**src/hdl/fp_pkg.sv**
```systemverilog
package fp_pkg;

	// ----------------------------------------
	// half precision format
	// ----------------------------------------
	localparam int exp_width = 5;
	localparam int frac_width = 10;
	localparam int sig_width = 13;  // hidden, fraction, two guard bits
	localparam int acc_width = 15;  // signed sum of two significands
	localparam int exp_max = 31;    // overflow exponent

	typedef struct packed {
		logic                  sign;
		logic [exp_width-1:0]  exp;
		logic [frac_width-1:0] frac;
	} fp_fields_t;

	// keypad side sees hex digits, the adder sees fields
	typedef union packed {
		logic [3:0][3:0] nibble;
		fp_fields_t      fields;
	} fp_word_t;

	typedef logic [sig_width-1:0] sig_t;
	typedef logic [acc_width-1:0] acc_t;

endpackage

```
**src/hdl/panel_pkg.sv**
```systemverilog
package panel_pkg;

	typedef enum logic [1:0] {
		mode_clear   = 2'b00,
		mode_enter_a = 2'b01,
		mode_sum     = 2'b10,
		mode_enter_b = 2'b11
	} mode_t;

	// ----------------------------------------
	// keypad
	// ----------------------------------------
	typedef logic [3:0] key_code_t;  // row * 4 + column

	typedef struct packed {
		logic       valid;
		logic [3:0] value;
	} key_digit_t;

	// 1 2 3 A / 4 5 6 B / 7 8 9 C / * 0 # D
	localparam key_digit_t key_digit [16] = '{
		'{1'b1, 4'h1}, '{1'b1, 4'h2}, '{1'b1, 4'h3}, '{1'b1, 4'ha},
		'{1'b1, 4'h4}, '{1'b1, 4'h5}, '{1'b1, 4'h6}, '{1'b1, 4'hb},
		'{1'b1, 4'h7}, '{1'b1, 4'h8}, '{1'b1, 4'h9}, '{1'b1, 4'hc},
		'{1'b0, 4'h0}, '{1'b1, 4'h0}, '{1'b0, 4'h0}, '{1'b1, 4'hd}
	};

	// ----------------------------------------
	// seven segment, active low, gfedcba
	// ----------------------------------------
	typedef logic [6:0] seg_t;

	localparam seg_t seg_blank = 7'b1111111;

	localparam seg_t hex_seg [16] = '{
		7'b1000000, 7'b1111001, 7'b0100100, 7'b0110000,
		7'b0011001, 7'b0010010, 7'b0000010, 7'b1111000,
		7'b0000000, 7'b0010000, 7'b0001000, 7'b0000011,
		7'b1000110, 7'b0100001, 7'b0000110, 7'b0001110
	};

endpackage

```
**src/hdl/fp_stage_if.sv**
```systemverilog
`timescale 1ns/1ps

// aligned operands between align and sum stages
interface fp_stage_if import fp_pkg::*; ();

	logic                 valid;
	logic                 sign_a;
	logic                 sign_b;
	logic [exp_width-1:0] exp;    // larger exponent
	acc_t                 acc_a;
	acc_t                 acc_b;

	modport source (output valid, output sign_a, output sign_b, output exp,
		output acc_a, output acc_b);
	modport sink (input valid, input sign_a, input sign_b, input exp,
		input acc_a, input acc_b);

endinterface

```
**src/hdl/fp_adder_top.sv**
```systemverilog
`timescale 1ns/1ps

module fp_adder_top import fp_pkg::*, panel_pkg::*; #(
	parameter int scan_div = 50000
) (
	input  logic        clk,
	input  logic        reset,
	input  logic [1:0]  mode,
	input  logic [3:0]  key_col_n,
	output logic [3:0]  key_row_n,
	output logic [6:0]  hex0,
	output logic [6:0]  hex1,
	output logic [6:0]  hex2,
	output logic [6:0]  hex3,
	output logic [15:0] sum,
	output logic        sum_valid,
	output logic        over,
	output logic        under
);
	logic      key_event;
	key_code_t key_code;
	mode_t     mode_q;
	fp_word_t  op_a;
	fp_word_t  op_b;
	fp_word_t  sum_word;
	logic      start;

	fp_stage_if stage_if ();

	assign sum = sum_word;

	// ----------------------------------------
	// keypad and operand entry
	// ----------------------------------------
	keypad_scanner #(.scan_div(scan_div)) keypad_scanner_i (
		.clk(clk), .reset(reset), .key_col_n(key_col_n), .key_row_n(key_row_n),
		.key_event(key_event), .key_code(key_code));

	operand_entry operand_entry_i (
		.clk(clk), .reset(reset), .mode(mode_t'(mode)), .key_event(key_event),
		.key_code(key_code), .mode_q(mode_q), .op_a(op_a), .op_b(op_b), .start(start));

	// ----------------------------------------
	// adder pipeline and display
	// ----------------------------------------
	fp_align fp_align_i (
		.clk(clk), .reset(reset), .start(start), .op_a(op_a), .op_b(op_b), .stage(stage_if));

	fp_sum_normalize fp_sum_normalize_i (
		.clk(clk), .reset(reset), .stage(stage_if), .sum(sum_word), .sum_valid(sum_valid),
		.over(over), .under(under));

	seg_display seg_display_i (
		.mode_q(mode_q), .op_a(op_a), .op_b(op_b), .sum(sum_word),
		.hex0(hex0), .hex1(hex1), .hex2(hex2), .hex3(hex3));

endmodule

```
**src/hdl/fp_align.sv**
```systemverilog
`timescale 1ns/1ps

// stage 1 of the adder pipeline
module fp_align import fp_pkg::*; (
	input  logic       clk,
	input  logic       reset,
	input  logic       start,
	input  fp_word_t   op_a,
	input  fp_word_t   op_b,
	fp_stage_if.source stage
);
	sig_t                 sig_a;
	sig_t                 sig_b;
	sig_t                 aligned_a;
	sig_t                 aligned_b;
	logic [exp_width-1:0] exp_big;

	// hidden bit only for a nonzero word
	assign sig_a = {op_a != '0, op_a.fields.frac, 2'b00};
	assign sig_b = {op_b != '0, op_b.fields.frac, 2'b00};

	// truncating shift, 13 or more empties the significand
	always_comb begin
		if (op_a.fields.exp >= op_b.fields.exp) begin
			exp_big = op_a.fields.exp;
			aligned_a = sig_a;
			aligned_b = sig_b >> (op_a.fields.exp - op_b.fields.exp);
		end else begin
			exp_big = op_b.fields.exp;
			aligned_a = sig_a >> (op_b.fields.exp - op_a.fields.exp);
			aligned_b = sig_b;
		end
	end

	always_ff @(posedge clk) begin
		if (reset)
			stage.valid <= 1'b0;
		else
			stage.valid <= start;
	end

	always_ff @(posedge clk) begin
		stage.sign_a <= op_a.fields.sign;
		stage.sign_b <= op_b.fields.sign;
		stage.exp <= exp_big;
		stage.acc_a <= op_a.fields.sign ? -acc_t'(aligned_a) : acc_t'(aligned_a);
		stage.acc_b <= op_b.fields.sign ? -acc_t'(aligned_b) : acc_t'(aligned_b);
	end

endmodule

```
**src/hdl/fp_sum_normalize.sv**
```systemverilog
`timescale 1ns/1ps

// stages 2 and 3 of the adder pipeline
module fp_sum_normalize import fp_pkg::*; (
	input  logic     clk,
	input  logic     reset,
	fp_stage_if.sink stage,
	output fp_word_t sum,
	output logic     sum_valid,
	output logic     over,
	output logic     under
);
	acc_t                 sum_c;
	acc_t                 mag_c;
	logic                 s2_valid;
	logic                 s2_sign;
	acc_t                 s2_mag;
	logic [exp_width-1:0] s2_exp;
	acc_t                 carry_mag;
	acc_t                 norm_mag;
	logic [exp_width:0]   exp_inc;
	logic [3:0]           lz;
	fp_word_t             result;
	logic                 ovf;
	logic                 unf;

	assign sum_c = stage.acc_a + stage.acc_b;
	assign mag_c = sum_c[acc_width-1] ? -sum_c : sum_c;

	// ----------------------------------------
	// stage 3 normalize
	// ----------------------------------------
	assign carry_mag = s2_mag >> 1;
	assign exp_inc = {1'b0, s2_exp} + 1'b1;

	always_comb begin
		lz = 4'd0;
		for (int i = 0; i < sig_width; i++) begin
			if (s2_mag[i])
				lz = 4'(sig_width - 1 - i);  // distance to bit 12
		end
		norm_mag = s2_mag << lz;
		result = '0;
		ovf = 1'b0;
		unf = 1'b0;
		if (s2_mag[sig_width]) begin
			result.fields.sign = s2_sign;
			if (exp_inc >= exp_max) begin
				result.fields.exp = exp_width'(exp_max);  // infinity
				ovf = 1'b1;
			end else begin
				result.fields.exp = exp_inc[exp_width-1:0];
				result.fields.frac = carry_mag[frac_width+1:2];
			end
		end else if (s2_mag != '0) begin
			if ({1'b0, lz} > s2_exp) begin
				unf = 1'b1;  // too small, flush to zero
			end else begin
				result.fields.sign = s2_sign;
				result.fields.exp = s2_exp - {1'b0, lz};
				result.fields.frac = norm_mag[frac_width+1:2];
			end
		end
	end

	always_ff @(posedge clk) begin
		if (reset) begin
			s2_valid <= 1'b0;
			sum_valid <= 1'b0;
			over <= 1'b0;
			under <= 1'b0;
			sum <= '0;
		end else begin
			s2_valid <= stage.valid;
			sum_valid <= s2_valid;
			over <= s2_valid && ovf;
			under <= s2_valid && unf;
			if (s2_valid)
				sum <= result;  // held until the next add
		end
	end

	// stage 2, like signs keep their common sign
	always_ff @(posedge clk) begin
		s2_sign <= (stage.sign_a == stage.sign_b) ? stage.sign_a : sum_c[acc_width-1];
		s2_mag <= mag_c;
		s2_exp <= stage.exp;
	end

endmodule

```
**src/hdl/keypad_scanner.sv**
```systemverilog
`timescale 1ns/1ps

module keypad_scanner import panel_pkg::*; #(
	parameter int scan_div = 50000
) (
	input  logic       clk,
	input  logic       reset,
	input  logic [3:0] key_col_n,
	output logic [3:0] key_row_n,
	output logic       key_event,
	output key_code_t  key_code
);
	localparam int cnt_width = $clog2(scan_div + 1);

	logic [cnt_width-1:0] div_cnt;
	logic [1:0]           phase;    // 0 drive, 1 sample, 2 release
	logic [1:0]           row;
	logic [15:0]          pressed;  // last sample of every key
	logic                 phase_end;
	logic                 sample_end;
	logic                 hit;
	logic [1:0]           hit_col;

	assign phase_end = (div_cnt == cnt_width'(scan_div - 1));
	assign sample_end = phase_end && (phase == 2'd1);

	// new press in the current row, highest column wins
	always_comb begin
		hit = 1'b0;
		hit_col = 2'd0;
		for (int c = 0; c < 4; c++) begin
			if (!key_col_n[c] && !pressed[{row, 2'(c)}]) begin
				hit = 1'b1;
				hit_col = 2'(c);
			end
		end
	end

	always_ff @(posedge clk) begin
		if (reset) begin
			div_cnt <= '0;
			phase <= 2'd0;
			row <= 2'd0;
			key_row_n <= 4'hf;
			key_event <= 1'b0;
			pressed <= '0;
		end else begin
			key_event <= sample_end && hit;
			key_row_n <= (phase == 2'd2) ? 4'hf : ~(4'b0001 << row);
			if (phase_end) begin
				div_cnt <= '0;
				phase <= (phase == 2'd2) ? 2'd0 : phase + 2'd1;
				if (phase == 2'd2)
					row <= row + 2'd1;  // next row after release
			end else begin
				div_cnt <= div_cnt + 1'b1;
			end
			if (sample_end)
				pressed[{row, 2'b00} +: 4] <= ~key_col_n;
		end
	end

	always_ff @(posedge clk) begin
		if (sample_end && hit)
			key_code <= {row, hit_col};
	end

endmodule

```
**src/hdl/operand_entry.sv**
```systemverilog
`timescale 1ns/1ps

module operand_entry import fp_pkg::*, panel_pkg::*; (
	input  logic      clk,
	input  logic      reset,
	input  mode_t     mode,
	input  logic      key_event,
	input  key_code_t key_code,
	output mode_t     mode_q,
	output fp_word_t  op_a,
	output fp_word_t  op_b,
	output logic      start
);
	key_digit_t digit;
	logic       mode_change;
	logic       take_key;

	assign digit = key_digit[key_code];
	assign mode_change = (mode != mode_q);
	assign take_key = key_event && digit.valid;  // * and # dropped here

	always_ff @(posedge clk) begin
		if (reset) begin
			mode_q <= mode_clear;
			op_a <= '0;
			op_b <= '0;
			start <= 1'b0;
		end else begin
			mode_q <= mode;
			start <= mode_change && (mode == mode_sum);  // one add per entry
			case (mode)
				mode_clear: begin
					op_a <= '0;
					op_b <= '0;
				end
				mode_enter_a: begin
					if (mode_change)
						op_a <= '0;
					else if (take_key)
						op_a <= {op_a.nibble[2:0], digit.value};
				end
				mode_enter_b: begin
					if (mode_change)
						op_b <= '0;
					else if (take_key)
						op_b <= {op_b.nibble[2:0], digit.value};
				end
				default: begin
				end
			endcase
		end
	end

endmodule

```
**src/hdl/seg_display.sv**
```systemverilog
`timescale 1ns/1ps

module seg_display import fp_pkg::*, panel_pkg::*; (
	input  mode_t    mode_q,
	input  fp_word_t op_a,
	input  fp_word_t op_b,
	input  fp_word_t sum,
	output seg_t     hex0,
	output seg_t     hex1,
	output seg_t     hex2,
	output seg_t     hex3
);
	fp_word_t word;
	seg_t     digit [4];

	always_comb begin
		case (mode_q)
			mode_enter_a: word = op_a;
			mode_enter_b: word = op_b;
			mode_sum:     word = sum;
			default:      word = '0;
		endcase
		// blank panel while cleared
		for (int i = 0; i < 4; i++) begin
			digit[i] = (mode_q == mode_clear) ? seg_blank : hex_seg[word.nibble[i]];
		end
	end

	assign hex0 = digit[0];  // low nibble
	assign hex1 = digit[1];
	assign hex2 = digit[2];
	assign hex3 = digit[3];

endmodule

```
**config.mk**
```make
export PLATFORM = sky130hd
export DESIGN_NAME = fp_adder_top
export DESIGN_NICKNAME = d
export VERILOG_FILES = /design/src/hdl/fp_pkg.sv /design/src/hdl/panel_pkg.sv /design/src/hdl/fp_stage_if.sv /design/src/hdl/fp_adder_top.sv /design/src/hdl/fp_align.sv /design/src/hdl/fp_sum_normalize.sv /design/src/hdl/keypad_scanner.sv /design/src/hdl/operand_entry.sv /design/src/hdl/seg_display.sv
export SDC_FILE = /design/constraint.sdc
export NUM_CORES = 1
export LEC_CHECK = 0
export BUFFER_PORTS_ARGS = -buffer_cell sky130_fd_sc_hd__buf_2
export CAP_MARGIN = 5
export CORE_UTILIZATION = 45
export CTS_CLUSTER_DIAMETER = 60
export DETAILED_ROUTE_END_ITERATION = 16
export GPL_ROUTABILITY_DRIVEN = 0
export HOLD_SLACK_MARGIN = 0.02
export MAX_ROUTING_LAYER = met4
export PLACE_DENSITY_LB_ADDON = 0.25
export SLEW_MARGIN = 10
export SYNTH_ARGS = -nofsm -noshare
export SYNTH_HDL_FRONTEND = slang
export SYNTH_SLANG_ARGS = --single-unit
```
**constraint.sdc**
```tcl
create_clock -name clk -period 4.7 [get_ports clk]
set_clock_uncertainty 0.05 [all_clocks]
set_input_delay 0.235 -clock clk [delete_from_list [all_inputs] [get_ports clk]]
set_output_delay 0.235 -clock clk [all_outputs]
set_load 0.005 [all_outputs]
```
=== Yosys cells after proc, flatten, opt, wreduce, memory -nomap -nowiden ===
Memory sizes are Yosys's and may differ from the RTL's.
Cells that the tools add are included.

* Register bits: 159
* ROM bits: 528
* Input port bits: 8
* Output and inout bits: 51
* Word-level logic and storage cells: 183
* Memories: 5

* Add/sub/neg operators: 12
* Order comparisons: 12
* Eq/ne operators: 13
* Shift operators: 6
* Multiplexer cells: 67
* Bitwise logic cells: 7
* Reduce and logical (&&, ||, !) cells: 31

{| class="wikitable"
|+ Memories
! name !! depth !! width !! read ports !! clocked after Yosys merged registers in !! wr ports !! line !! text
|-
| (no name shown) || 16 || 7 || 1 || 0 || 0 || seg_display.sv:25 || <nowiki>digit[i] = (mode_q == mode_clear) ? seg_blank : hex_seg[word.nibble[i]];</nowiki>
|-
| (no name shown) || 16 || 7 || 1 || 0 || 0 || seg_display.sv:25 ||
|-
| (no name shown) || 16 || 7 || 1 || 0 || 0 || seg_display.sv:25 ||
|-
| (no name shown) || 16 || 7 || 1 || 0 || 0 || seg_display.sv:25 ||
|-
| (no name shown) || 16 || 5 || 1 || 0 || 0 || operand_entry.sv:18 || <nowiki>assign digit = key_digit[key_code];</nowiki>
|}

{| class="wikitable"
|+ Operator list
! kind !! count
|-
| $mux 16 || 7
|-
| $mux 7 || 12
|-
| $pmux 16 s2 || 2
|-
| $mux 13 || 4
|-
| $mux 4 || 13
|-
| $pmux 16 s3 || 1
|-
| $reduce_bool 16->1 || 2
|-
| $neg 13->15 || 2
|-
| $shr 13x5->13 || 2
|-
| $ge 5x5->1 const B || 5
|-
| $not 4->5 || 5
|-
| $lt 4x5->1 const B || 4
|-
| $mux 5 || 4
|-
| $add 16x1->16 const B || 1
|-
| $bwmux 16 || 1
|-
| $eq 16x16->1 const B || 1
|-
| $mux 1 || 16
|-
| $shift 4x6->16 const A || 1
|-
| $shiftx 4x6->16 || 1
|-
| $add 15x15->15 || 1
|-
| $neg 15->15 || 1
|-
| $reduce_bool 15->1 || 1
|-
| $shl 15x4->12 || 1
|-
| $mux 14 || 1
|-
| 24 further kinds || 59
|}

=== Longest topological paths before layout ===
Gate-level depths: netlist of run 1.

* Depth in word-level cells: 18
* Mapped depth: 14
* Mapped depth without buffers: 14

=== Cells and area by module ===
A second synthesis of run 1 with hierarchy kept.

* Cell total of the unflattened synthesis: 1315
* Area total of the unflattened synthesis: 11379.7 µm²

{| class="wikitable"
|+ Modules (own cells, without submodules)
! module !! instances !! cells each !! area each (µm²) !! seq. area each (µm²)
|-
| fp_align || 1 || 386 || 3260.6 || 760.7
|-
| fp_sum_normalize || 1 || 371 || 2990.4 || 820.8
|-
| keypad_scanner || 1 || 211 || 2014.4 || 940.9
|-
| seg_display || 1 || 192 || 1635.3 || 0.0
|-
| operand_entry || 1 || 155 || 1478.9 || 700.7
|}

=== Worst setup path after synthesis of run 1 ===
OpenSTA, ideal clock, no wires.

* Path type: register to register
* Start: reg operand_entry_i.op_b[10] (netlist bit)
* End: reg fp_align_i.stage.acc_b[12]
* Setup time: 0.072 ns
* Arrival time: 3.312 ns
* Data required time: 4.578 ns
* Path slack: 1.266 ns
* Cell stages (with the launch flop): 12
* Path buffers: 1
* Period minus slack after synthesis: 3.434 ns
* Cells stage by stage: dfxtp_1 ha_1 inv_1 fa_1 buf_2 mux4_2 and2_1 o31a_1 a2111oi_4 nand3_2 o41ai_2 xnor2_1

* Cells in the longest elaborated chain, start to end: 5
* Elaborated cells on any way between the ends: 7
* Those cells by class: 2 x add/sub; 1 x order compare; 1 x shift; 2 x mux; 1 x reduce/logical

{| class="wikitable"
|+ Ends and longest elaborated chain
! what !! line !! text
|-
| start: declaration || operand_entry.sv:11 || <nowiki>output fp_word_t op_b,</nowiki>
|-
| start signal: assignment || operand_entry.sv:46 || <nowiki>op_b <= {op_b.nibble[2:0], digit.value};</nowiki>
|-
| $sub 5x5->5 or $reduce_bool 16->1 (tied branches) || fp_align.sv:27, fp_align.sv:20 ||
|-
| $shr 13x5->13 || fp_align.sv:27 || <nowiki>aligned_b = sig_b >> (op_a.fields.exp - op_b.fields.exp);</nowiki>
|-
| $mux 13 (*) || fp_align.sv:24 || <nowiki>if (op_a.fields.exp >= op_b.fields.exp) begin</nowiki>
|-
| $neg 13->15 || fp_align.sv:47 || <nowiki>stage.acc_b <= op_b.fields.sign ? -acc_t'(aligned_b) : acc_t'(aligned_b);</nowiki>
|-
| $mux 13 (*) || fp_align.sv:47 ||
|-
| end signal: assignment || fp_align.sv:47 ||
|-
| end: declaration || fp_stage_if.sv:14 || <nowiki>output acc_a, output acc_b);</nowiki>
|}

Every way passes the cells marked *; elsewhere a longest branch is shown, timed or not.
A chain may end at the register's enable or synchronous reset.

=== Final worst setup path of run 1 ===
* Start: reg fp_sum_normalize_i.s2_mag[7]
* End: reg fp_sum_normalize_i.sum[7] (netlist bit)

* Cells in the longest elaborated chain, start to end: 10
* Elaborated cells on any way between the ends: 12
* Those cells by class: 1 x order compare; 1 x shift; 9 x mux; 1 x reduce/logical

{| class="wikitable"
|+ Ends and longest elaborated chain
! what !! line !! text
|-
| start: declaration || fp_sum_normalize.sv:17 || <nowiki>acc_t s2_mag;</nowiki>
|-
| start signal: assignment || fp_sum_normalize.sv:86 || <nowiki>s2_mag <= mag_c;</nowiki>
|-
| $mux 4 (6 in series) || fp_sum_normalize.sv:39 || <nowiki>if (s2_mag[i])</nowiki>
|-
| $gt 4x5->1 or $shl 15x4->12 (tied branches) || fp_sum_normalize.sv:56, fp_sum_normalize.sv:42 ||
|-
| $mux 16 || fp_sum_normalize.sv:56 || <nowiki>if ({1'b0, lz} > s2_exp) begin</nowiki>
|-
| $mux 16 (*) || fp_sum_normalize.sv:55 || <nowiki>end else if (s2_mag != '0) begin</nowiki>
|-
| $mux 16 (*) || fp_sum_normalize.sv:46 || <nowiki>if (s2_mag[sig_width]) begin</nowiki>
|-
| end signal: assignment || fp_sum_normalize.sv:79 || <nowiki>sum <= result;</nowiki>
|-
| end: declaration || fp_sum_normalize.sv:8 || <nowiki>output fp_word_t sum,</nowiki>
|}

Marks and branches as above.

==> results of run 1 <==
-- critical path, stage by stage, from the launching register on --
cell,delay (ns)
dfxtp_1,0.38
or4_1,0.53
or4_1,0.47
nor2b_1,0.37
inv_1,0.15
ha_1,0.34
a21boi_0,0.34
o311ai_2,0.27
o21a_1,0.35
o311a_1,0.16
a2111oi_0,0.41
-- routing by layer --
metal	GRT usage [%]	part of all wire [%]	vias to the layer above
met4	8.137	2.2	0
met5	-	0	-
li1	-	-	4787
met1	30.06	45	4654
met2	37.82	47	310
met3	4.791	5.6	55
-- worst max-delay path by stage --
stage                                            start                          to  slack, ns
after detailed placement      operand_entry_i.op_b[10]   fp_align_i.stage.acc_a[8]       0.80
after global placement    fp_sum_normalize_i.s2_mag[7]   fp_sum_normalize_i.sum[7]       0.86
final                     fp_sum_normalize_i.s2_mag[7]   fp_sum_normalize_i.sum[7]       0.73
after CTS                     operand_entry_i.op_b[10]   fp_align_i.stage.acc_a[8]       0.78
after global routing          operand_entry_i.op_b[10]   fp_align_i.stage.acc_a[8]       0.54
after floorplan               operand_entry_i.op_b[10]  fp_align_i.stage.acc_b[12]       1.27
-- logic make-up (layout without fill, tap and decap cells) --
family,after synthesis,in the layout
buf+inv,136,170
xor+xnor,72,72
fa+ha+maj,75,75
simple gates,406,406
flops,159,159
mux,76,76
compound gates,374,374
-- state kept, by name, indices dropped and copies added, names as in the netlist, 2 cells and up --
signal	flops
keypad_scanner_i.pressed	16
keypad_scanner_i.key_code	4
fp_sum_normalize_i.sum	16
fp_align_i.stage.acc_a	15
fp_sum_normalize_i.s2_exp	5
operand_entry_i.op_b	16
fp_align_i.stage.acc_b	15
operand_entry_i.op_a	16
operand_entry_i.mode_q	2
keypad_scanner_i.div_cnt	16
keypad_scanner_i.row	2
keypad_scanner_i.key_row_n	4
fp_align_i.stage.exp	5
keypad_scanner_i.phase	2
fp_sum_normalize_i.s2_mag	15
-- where the power goes --
group	total, uW	internal, uW	switching (uW)
sequential	1370	1360	12.3
combinational	162	60.8	101
clock	1350	714	639
total	2890	2130	752
-- final cells by class --
class / count / area (um^2)
fill: 2252 / 11690
multi-input combinational: 1003 / 7141
sequential: 159 / 3223
clock buffer: 17 / 425.4
timing repair buffer: 73 / 402.9
tap: 319 / 399.1
inverter: 65 / 244.0
clock inverter: 15 / 160.2
-- cells in the final DEF, fill, tap and decap left out, types with 10 or more instances in the layout --
cell       instances
buf_2             58
a21oi_1           95
a211oi_1          12
xnor2_1           46
dfxtp_1          155
nor3_1            37
o21ai_0           61
clkbuf_16         17
nor4_1            16
o211ai_1          11
nor2b_1           13
a22oi_1           47
nor2_1           136
nand3_1           28
nand2_1          100
o31ai_1           13
o22ai_1           10
xor2_1            23
mux2_2            24
buf_4             15
ha_1              70
a22o_1            16
and3_1            12
inv_1             61
mux4_2            11
mux2i_1           41
a31oi_1           13
-- through the flow --
step / worst slack (ns) / utilization, % / hold slack [ns]
after detailed placement: 0.7966 / 48.16 / 0.2621
after CTS: 0.7828 / 50.63 / 0.05358
after floorplan: 1.266 / - / 0.2596
after global routing: 0.5441 / 50.65 / 0.07031
final: 0.7277 / 50.65 / 0.07294
after global placement: 0.8607 / 48.16 / 0.2605
==> results.py, run 1 <==
metrics = {
    "finish": {
        "final_area_um2": 12000,
        "antenna_cells": 0,
        "fin_cells": 1651,
        "drive_gt1_share_pct": 13.59,
        "syn_to_final_growth_pct": 9.717,
        "final_nets": 1401,
    },
    "power": {
        "powerDensity_nw_per_um2": 240.7,
        "ir_drop_mv": 0.1936,
        "leakage_uw": 0.004925,
        "total_power_uw": 2887,
    },
    "critical_path": {
        "r2r_slack_ns": 0.73,
        "cp.required_ns": 4.95,
        "r2r_start": "fp_sum_normalize_i.s2_mag[7]",
        "critPathLaunchType": "register",
        "cp.arrival_ns": 4.22,
        "rr_worst_depth": 10,
        "timing.rr.end": "fp_sum_normalize_i.sum[7]",
        "crit_fanout": 10,
        "worst-setup-path-type": "reg2reg",
        "cp-end-kind": "register",
    },
    "yosys": {
        "synth_enable_flop_cells": 4,
        "synth_xor_area_share_pct": 5.974,
        "synth_compound_area_share_pct": 24.14,
        "synth.area.mux_share_pct": 8.492,
        "async_flop_share_pct": 0,
        "ys_ff_latch": 159,
        "synth_adder_area_share_pct": 8.835,
        "yosys.area_share.simple_pct": 17.83,
        "synth_area_leaders": "dfxtp_1 (28%), ha_1 (8.0%), nor2_1 (4.7%), a21oi_1 (4.3%), mux2i_1 (3.8%)",
        "netlist_top_cells_count": "dfxtp_1 (155), nor2_1 (136), nand2_1 (100)",
        "syn_nets": 1380,
        "synth_most_common_cell": "dfxtp_1",
        "syn_avg_cell_area_um2": 8.423,
        "syn_inst": 1298,
        "synth_cell_type_count": 99,
        "yosysTopAreaCell": "dfxtp_1",
        "synth_ff_type": "dfxtp_1",
        "synth_top_family_by_area": "compound AO/OA/AOI/OAI gates",
        "yosysWarnings": 0,
        "yosysTopAreaCellShare_pct": 28.38,
        "synth_area_um2": 10930,
        "ys_seq_area_share_pct": 29.48,
    },
    "job": {
        "drv_cap": 0,
    },
    "detailed_routing": {
        "via_count": 9806,
        "drc": 0,
        "drtIter0Drc": 946,
        "first_pass_iters": 6,
        "routed_via_density": 5.939,
        "post_drt_wl_per_cell_um": 17.15,
        "routed_wl_um": 28320,
        "drtAntennaViolNets": 0,
    },
    "floorplanning": {
        "rows": 56,
        "io-pin-count": 59,
        "dieArea_um2": 24920,
        "fp.dieW_um": 157.9,
        "start_util_pct": 46.16,
        "core_area_um2": 23680,
        "die_height_um": 157.9,
    },
    "cts": {
        "numCtsBuffers": 17,
        "post_cts_buffers": 0,
        "cts-root-buf": "clkbuf_16",
        "cts_tree": "built",
        "h-tree-depth": 4,
        "cts.sinks": 159,
        "cts-resized-gates": 0,
        "cts_hold_buf": 0,
        "cts.reportedPaths.clkPinSlew_ns": 0.07,
        "max-clock-path-buffers": 2,
        "clkLatencyLatePin_ns": 0.43,
    },
    "global_route": {
        "grt_usage_pct": 23.83,
        "antenna_found_initial": 0,
        "grt_pass1_vias": 8900,
        "grt_first_pass_wirelength_um": 45480,
        "grt_max_degree": 61,
        "grt_overflow_total": 0,
    },
    "placement": {
        "numPlacedInstances": 1619,
        "placed_area_um2": 11400,
        "portBuffers": 58,
        "hpwl_um": 20990,
    },
    "timing": {
        "fin_setup_tns_ns": 0,
        "fmax_mhz": 251.7,
        "finalMaxSlewViolations": 0,
        "tightest_slew_ns": 1.116,
        "fin_crit_sh_pct": 84.52,
        "relSlewSlack_pct": 25.10,
        "finalHoldViolCount": 0,
        "setup_viol": 0,
        "fin_crit_ns": 3.972,
        "rsz0062_at_grt": "no",
    },
    "worst_hold_path": {
        "hold_end": "operand_entry_i.mode_q[1]",
        "hp-class": "in2reg",
        "min_from": "mode[1]",
        "worstHoldPathCells": 3,
    },
    "run_status": {
        "status": "finished, final reports clean",
    },
}
(Power assumes the default switching activity.)
==> inputs of run 2 (changes only) <==
--- a/config.mk
+++ b/config.mk
@@ -5,6 +5,7 @@
 export SDC_FILE = /design/constraint.sdc
 export NUM_CORES = 1
 export LEC_CHECK = 0
+export ABC_AREA = 1
 export BUFFER_PORTS_ARGS = -buffer_cell sky130_fd_sc_hd__buf_2
 export CAP_MARGIN = 5
 export CORE_UTILIZATION = 45
==> constraint.sdc (replaced) <==
create_clock -name clk -period 3.8 [get_ports clk]
set_clock_uncertainty 0.05 [all_clocks]
set_input_delay 0.19 -clock clk [delete_from_list [all_inputs] [get_ports clk]]
set_output_delay 0.19 -clock clk [all_outputs]
set_load 0.005 [all_outputs]
==> results.py, run 2 <==
metrics = {
    "placement": {
        "dp_slack_ns": 0.5151,
        "numPlacedInstances": 2080,
        "portBuffers": 58,
        "hpwl_um": 23310,
    },
    "yosys": {
        "yosysTopAreaCell": "dfxtp_1",
        "synth_ff_type": "dfxtp_1",
        "yosysTopAreaCellShare_pct": 27.49,
        "syn_nets": 1821,
        "synth_most_common_cell": "nand2_1",
        "yosysWarnings": 0,
        "synth_enable_flop_cells": 4,
        "synth_area_leaders": "dfxtp_1 (27%), nand2_1 (15%), ha_1 (7.8%), inv_1 (7.4%), nand3_1 (6.6%)",
        "syn_avg_cell_area_um2": 6.490,
        "synth_cell_type_count": 60,
        "syn_inst": 1739,
        "ys_ff_latch": 159,
        "async_flop_share_pct": 0,
        "netlist_top_cells_count": "nand2_1 (466), inv_1 (223), dfxtp_1 (155)",
        "ys_seq_area_share_pct": 28.56,
        "synth_area_um2": 11290,
    },
    "detailed_routing": {
        "routed_wl_um": 30600,
        "drtIter0Drc": 890,
        "drc": 0,
        "drtAntennaViolNets": 0,
        "first_pass_iters": 6,
        "via_count": 11180,
        "routed_via_density": 5.289,
        "post_drt_wl_per_cell_um": 14.48,
    },
    "cts": {
        "numCtsBuffers": 17,
        "cts.reportedPaths.clkPinSlew_ns": 0.08,
        "max-clock-path-buffers": 2,
        "cts.sinks": 159,
        "post_cts_buffers": 0,
        "clkLatencyLatePin_ns": 0.44,
        "cts-root-buf": "clkbuf_16",
        "h-tree-depth": 4,
        "cts_tree": "built",
    },
    "floorplanning": {
        "io-pin-count": 59,
        "core_area_um2": 24460,
        "die_height_um": 160.4,
        "dieArea_um2": 25720,
        "rows": 57,
        "start_util_pct": 46.14,
        "fp.dieW_um": 160.4,
    },
    "global_route": {
        "grt_first_pass_wirelength_um": 49800,
        "antenna_found_initial": 0,
        "grt_max_degree": 47,
        "grt_usage_pct": 24.52,
        "grt_pass1_vias": 10150,
        "grt_overflow_total": 0,
    },
    "critical_path": {
        "r2r_slack_ns": 0.46,
        "cp.arrival_ns": 3.25,
        "crit_fanout": 13,
        "crit_end": "hex2[3]",
        "rr_worst_depth": 17,
        "timing.rr.end": "fp_align_i.stage.acc_b[12]",
        "crit_path_start": "operand_entry_i.mode_q[1]",
        "critPathLaunchType": "register",
        "worst-setup-path-type": "reg2out",
        "r2r_start": "operand_entry_i.op_a[10]",
        "cp.required_ns": 3.56,
        "cp-end-kind": "primary output",
    },
    "timing": {
        "fmax_mhz": 286.2,
        "finalHoldViolCount": 0,
        "fin_setup_tns_ns": 0,
        "finalMaxSlewViolations": 0,
        "tightest_slew_ns": 1.173,
        "fin_crit_sh_pct": 91.96,
        "rsz0062_at_grt": "no",
        "post-route-worst-setup-slack_ns": 0.3057,
        "setup_viol": 0,
        "relSlewSlack_pct": 21.61,
        "fin_crit_ns": 3.494,
    },
    "power": {
        "ir_drop_mv": 0.2851,
        "leakage_uw": 0.005835,
        "powerDensity_nw_per_um2": 307.4,
        "total_power_uw": 3832,
    },
    "finish": {
        "drive_gt1_share_pct": 9.950,
        "antenna_cells": 0,
        "final_cell_mix": "nand2_1 (466), inv_1 (223), dfxtp_1 (155)",
        "syn_to_final_growth_pct": 10.47,
        "final_nets": 1858,
        "fin_cells": 2113,
        "final_common_cell": "nand2_1",
    },
    "job": {
        "drv_cap": 0,
    },
    "worst_hold_path": {
        "hp-class": "in2reg",
    },
    "run_status": {
        "status": "finished, final reports clean",
    },
}
[run 2: critical path, stage by stage, from the launching register on]
cell	delay, ns
dfxtp_1	0.48
inv_1	0.07
nor2_1	0.63
nand2_1	0.11
o21ai_0	0.13
o21bai_1	0.31
inv_1	0.17
ha_1	0.25
inv_1	0.07
nor2_1	0.04
inv_1	0.08
o21ai_0	0.08
o21ai_0	0.18
inv_1	0.07
buf_2	0.13
[run 2: where the power goes]
part | switching (uW) | total [uW] | internal, uW
Combinational | 192 | 285 | 93.4
Sequential | 16.1 | 1700 | 1680
Clock | 913 | 1850 | 933
[run 2: per-stage QoR]
step                      util (%)  hold WS (ns)  cell area, um^2
after global placement       48.22        0.2633            11800
final                        50.96       0.03067            12470
after CTS                    50.95       0.02622            12460
after detailed placement     48.22        0.2621            11800
after global routing         50.96       0.05050            12470
after floorplan                  -        0.2596            11290
[run 2: routing by layer]
layer	share of wire, %	track usage, %	routed length, um	vias to the layer above
met2	45	38.58	13910	340
li1	-	-	-	5705
met3	5.3	4.003	1620	67
met1	46	31.22	14040	5064
met4	3.3	10.09	1020	0
met5	0	-	0	-
[run 2: final cells by class]
class / instances / area, um^2
fillers: 2438 / 12000
multi-input cells: 1290 / 6908
flip-flops and latches: 159 / 3223
inverters: 240 / 904.6
clock buffers: 17 / 425.4
well taps: 324 / 405.4
repair buffers: 68 / 367.9
clock inverters: 15 / 232.7
[run 2: how the worst min path moves through the flow]
stage	start	to	slack [ns]	cells after the start
floorplan	fp_align_i.stage.exp[0]	fp_sum_normalize_i.s2_exp[0]	0.26	0
global placement	fp_align_i.stage.exp[4]	fp_sum_normalize_i.s2_exp[4]	0.26	0
detailed placement	fp_align_i.stage.exp[1]	fp_sum_normalize_i.s2_exp[1]	0.26	0
CTS	mode[0]	operand_entry_i.mode_q[0]	0.03	3
global route	mode[0]	operand_entry_i.mode_q[0]	0.05	3
finish	mode[0]	operand_entry_i.mode_q[0]	0.03	3
[run 2: what timing repair did]
item | 4_1_cts | 5_1_grt
hold buffers | 1 | 0
setup endpoints to repair | 0 | 1
resized for setup | 0 | 1
endpoints found under the hold margin | 1 | 0
[run 2: logic make-up after synthesis]
| kind of cell | count (synthesis) | synth area share (%) |
|---|---|---|
| AO/OA/AOI/OAI | 311 | 15.53 |
| XOR/XNOR | 50 | 4.246 |
| adder cells (fa/ha/maj) | 75 | 8.559 |
| buffers and inverters | 290 | 10.27 |
| flip-flops | 159 | 28.56 |
| multiplexers | 1 | 0.08870 |
| AND/OR/NAND/NOR | 853 | 32.75 |
==> inputs of run 3 (changes only) <==
--- a/config.mk
+++ b/config.mk
@@ -5,10 +5,9 @@
 export SDC_FILE = /design/constraint.sdc
 export NUM_CORES = 1
 export LEC_CHECK = 0
-export ABC_AREA = 1
 export BUFFER_PORTS_ARGS = -buffer_cell sky130_fd_sc_hd__buf_2
 export CAP_MARGIN = 5
-export CORE_UTILIZATION = 45
+export CORE_UTILIZATION = 40
 export CTS_CLUSTER_DIAMETER = 60
 export DETAILED_ROUTE_END_ITERATION = 16
 export GPL_ROUTABILITY_DRIVEN = 0
==> results.py, run 3 (synthesis gave the netlist of run 1 again) <==
metrics = {
    "worst_hold_path": {
        "hp-class": "in2reg",
        "worstHoldPathCells": 4,
    },
    "global_route": {
        "gr-usage-met2_pct": 33.59,
        "use_met1_pct": 26.76,
        "grt_overflow_total": 0,
        "grt_usage_pct": 21.44,
        "use_met3_pct": 4.562,
        "grt_pass1_vias": 9283,
        "busiest_layer": "met2",
        "grt_first_pass_wirelength_um": 47270,
        "grt_max_degree": 77,
        "antenna_found_initial": 0,
    },
    "job": {
        "drv_cap": 0,
    },
    "cts": {
        "cts.reportedPaths.clkPinSlew_ns": 0.07,
        "cts_tree": "built",
        "h-tree-depth": 4,
        "cts.sinks": 159,
        "clkLatencyLatePin_ns": 0.43,
        "post_cts_buffers": 0,
        "cts_hold_buf": 2,
        "cts-resized-gates": 0,
        "numCtsBuffers": 17,
        "max-clock-path-buffers": 2,
        "cts-root-buf": "clkbuf_16",
    },
    "timing": {
        "setup_viol": 0,
        "relSlewSlack_pct": 24.76,
        "fin_setup_tns_ns": 0,
        "fin_crit_sh_pct": 94.52,
        "finalMaxSlewViolations": 0,
        "fin_crit_ns": 3.592,
        "rsz0062_at_grt": "no",
        "fmax_mhz": 278.4,
        "post-route-worst-setup-slack_ns": 0.2082,
        "tightest_slew_ns": 1.121,
        "finalHoldViolCount": 0,
    },
    "finish": {
        "multi_input_area_um2": 7136,
        "syn_to_final_growth_pct": 12.18,
        "fillCellCount": 2679,
        "final_nets": 1429,
        "seq_area_um2": 3223,
        "final_area_um2": 12260,
        "final_common_cell": "dfxtp_1",
        "antenna_cells": 0,
        "final_cell_mix": "dfxtp_1 (155), nor2_1 (136), nand2_1 (100)",
        "fin_cells": 1701,
        "drive_gt1_share_pct": 15.15,
    },
    "critical_path": {
        "cp.required_ns": 4.05,
        "critPathLaunchType": "register",
        "cp-end-kind": "register",
        "rr_worst_depth": 11,
        "worst-setup-path-type": "reg2reg",
        "cp.arrival_ns": 3.84,
        "crit_fanout": 5,
    },
    "power": {
        "leakage_uw": 0.005071,
        "ir_drop_mv": 0.2221,
        "powerDensity_nw_per_um2": 297.9,
    },
    "floorplanning": {
        "die_height_um": 167.3,
        "io-pin-count": 59,
        "rows": 60,
        "fp.dieW_um": 167.3,
        "dieArea_um2": 28000,
        "start_util_pct": 40.68,
        "core_area_um2": 26880,
    },
    "detailed_routing": {
        "via_count": 9887,
        "drc": 0,
        "first_pass_iters": 8,
        "drtIter0Drc": 1047,
        "drtAntennaViolNets": 0,
        "routed_wl_um": 29120,
        "routed_via_density": 5.812,
        "post_drt_wl_per_cell_um": 17.12,
    },
    "placement": {
        "hpwl_um": 21660,
        "dp_slack_ns": 0.2598,
        "portBuffers": 58,
        "placed_area_um2": 11630,
        "numPlacedInstances": 1667,
    },
    "run_status": {
        "status": "finished, final reports clean",
    },
}
==> run 3: cell count changes in the layout (fill, tap and decap cells not counted), moves of 30 or more <==
cell,previous run,this run
a21oi_1,125,95
a22oi_1,1,47
buf_4,9,41
inv_1,223,61
mux2i_1,1,41
nand2_1,466,100
nand3_1,148,28
o21ai_0,120,61
xnor2_1,12,46
==> run 3: metrics by stage <==
stage | utilization (%) | power, uW | hold slack, ns
after floorplan | - | 1865 | 0.2267
after global placement | 43.26 | 1941 | 0.2616
after detailed placement | 43.26 | 1941 | 0.2621
after CTS | 45.63 | 3692 | 0.06128
after global routing | 45.63 | 3780 | 0.08538
final | 45.63 | 3654 | 0.08895
==> run 3: routing by layer <==
layer | part of all wire (%) | routed length (um)
met5 | 0 | 0
met3 | 6.3 | 1822
met2 | 46 | 13320
met4 | 3.3 | 952
met1 | 45 | 13020
==> run 3: worst paths after layout <==
kind / from / to / slack (ns)
max: operand_entry_i.op_b[10] / fp_align_i.stage.acc_b[9] / 0.21
min: key_col_n[3] / keypad_scanner_i.pressed[15] / 0.09
max reg2reg: operand_entry_i.op_b[10] / fp_align_i.stage.acc_b[9] / 0.21
min reg2reg: fp_align_i.stage.exp[1] / fp_sum_normalize_i.s2_exp[1] / 0.28
==> run 3: cell type report <==
cell class,count,area share (%)
Inverter,65,1.989
Multi-Input combinational cell,1003,58.18
Sequential cell,159,26.28
Clock inverter,15,1.561
Timing Repair Buffer,101,5.040
Tap cell,341,3.479
Clock buffer,17,3.469
==> run 3: critical path, stage by stage, from the launching register on <==
cell and delay, ns:
dfxtp_1 0.36, ha_1 0.24, inv_1 0.07, fa_1 0.67, mux4_2 0.56, and2_1 0.17
a221o_1 0.27, a32oi_2 0.29, o21ai_1 0.09, and4b_1 0.38, a31oi_1 0.14, xnor2_1 0.15
==> run 3: power breakdown <==
part	total, uW	switching, uW	internal, uW	leakage, uW
Combinational	208	128	80.5	0.00349
Clock	1750	799	949	0.000297
Sequential	1700	15.4	1680	0.00129
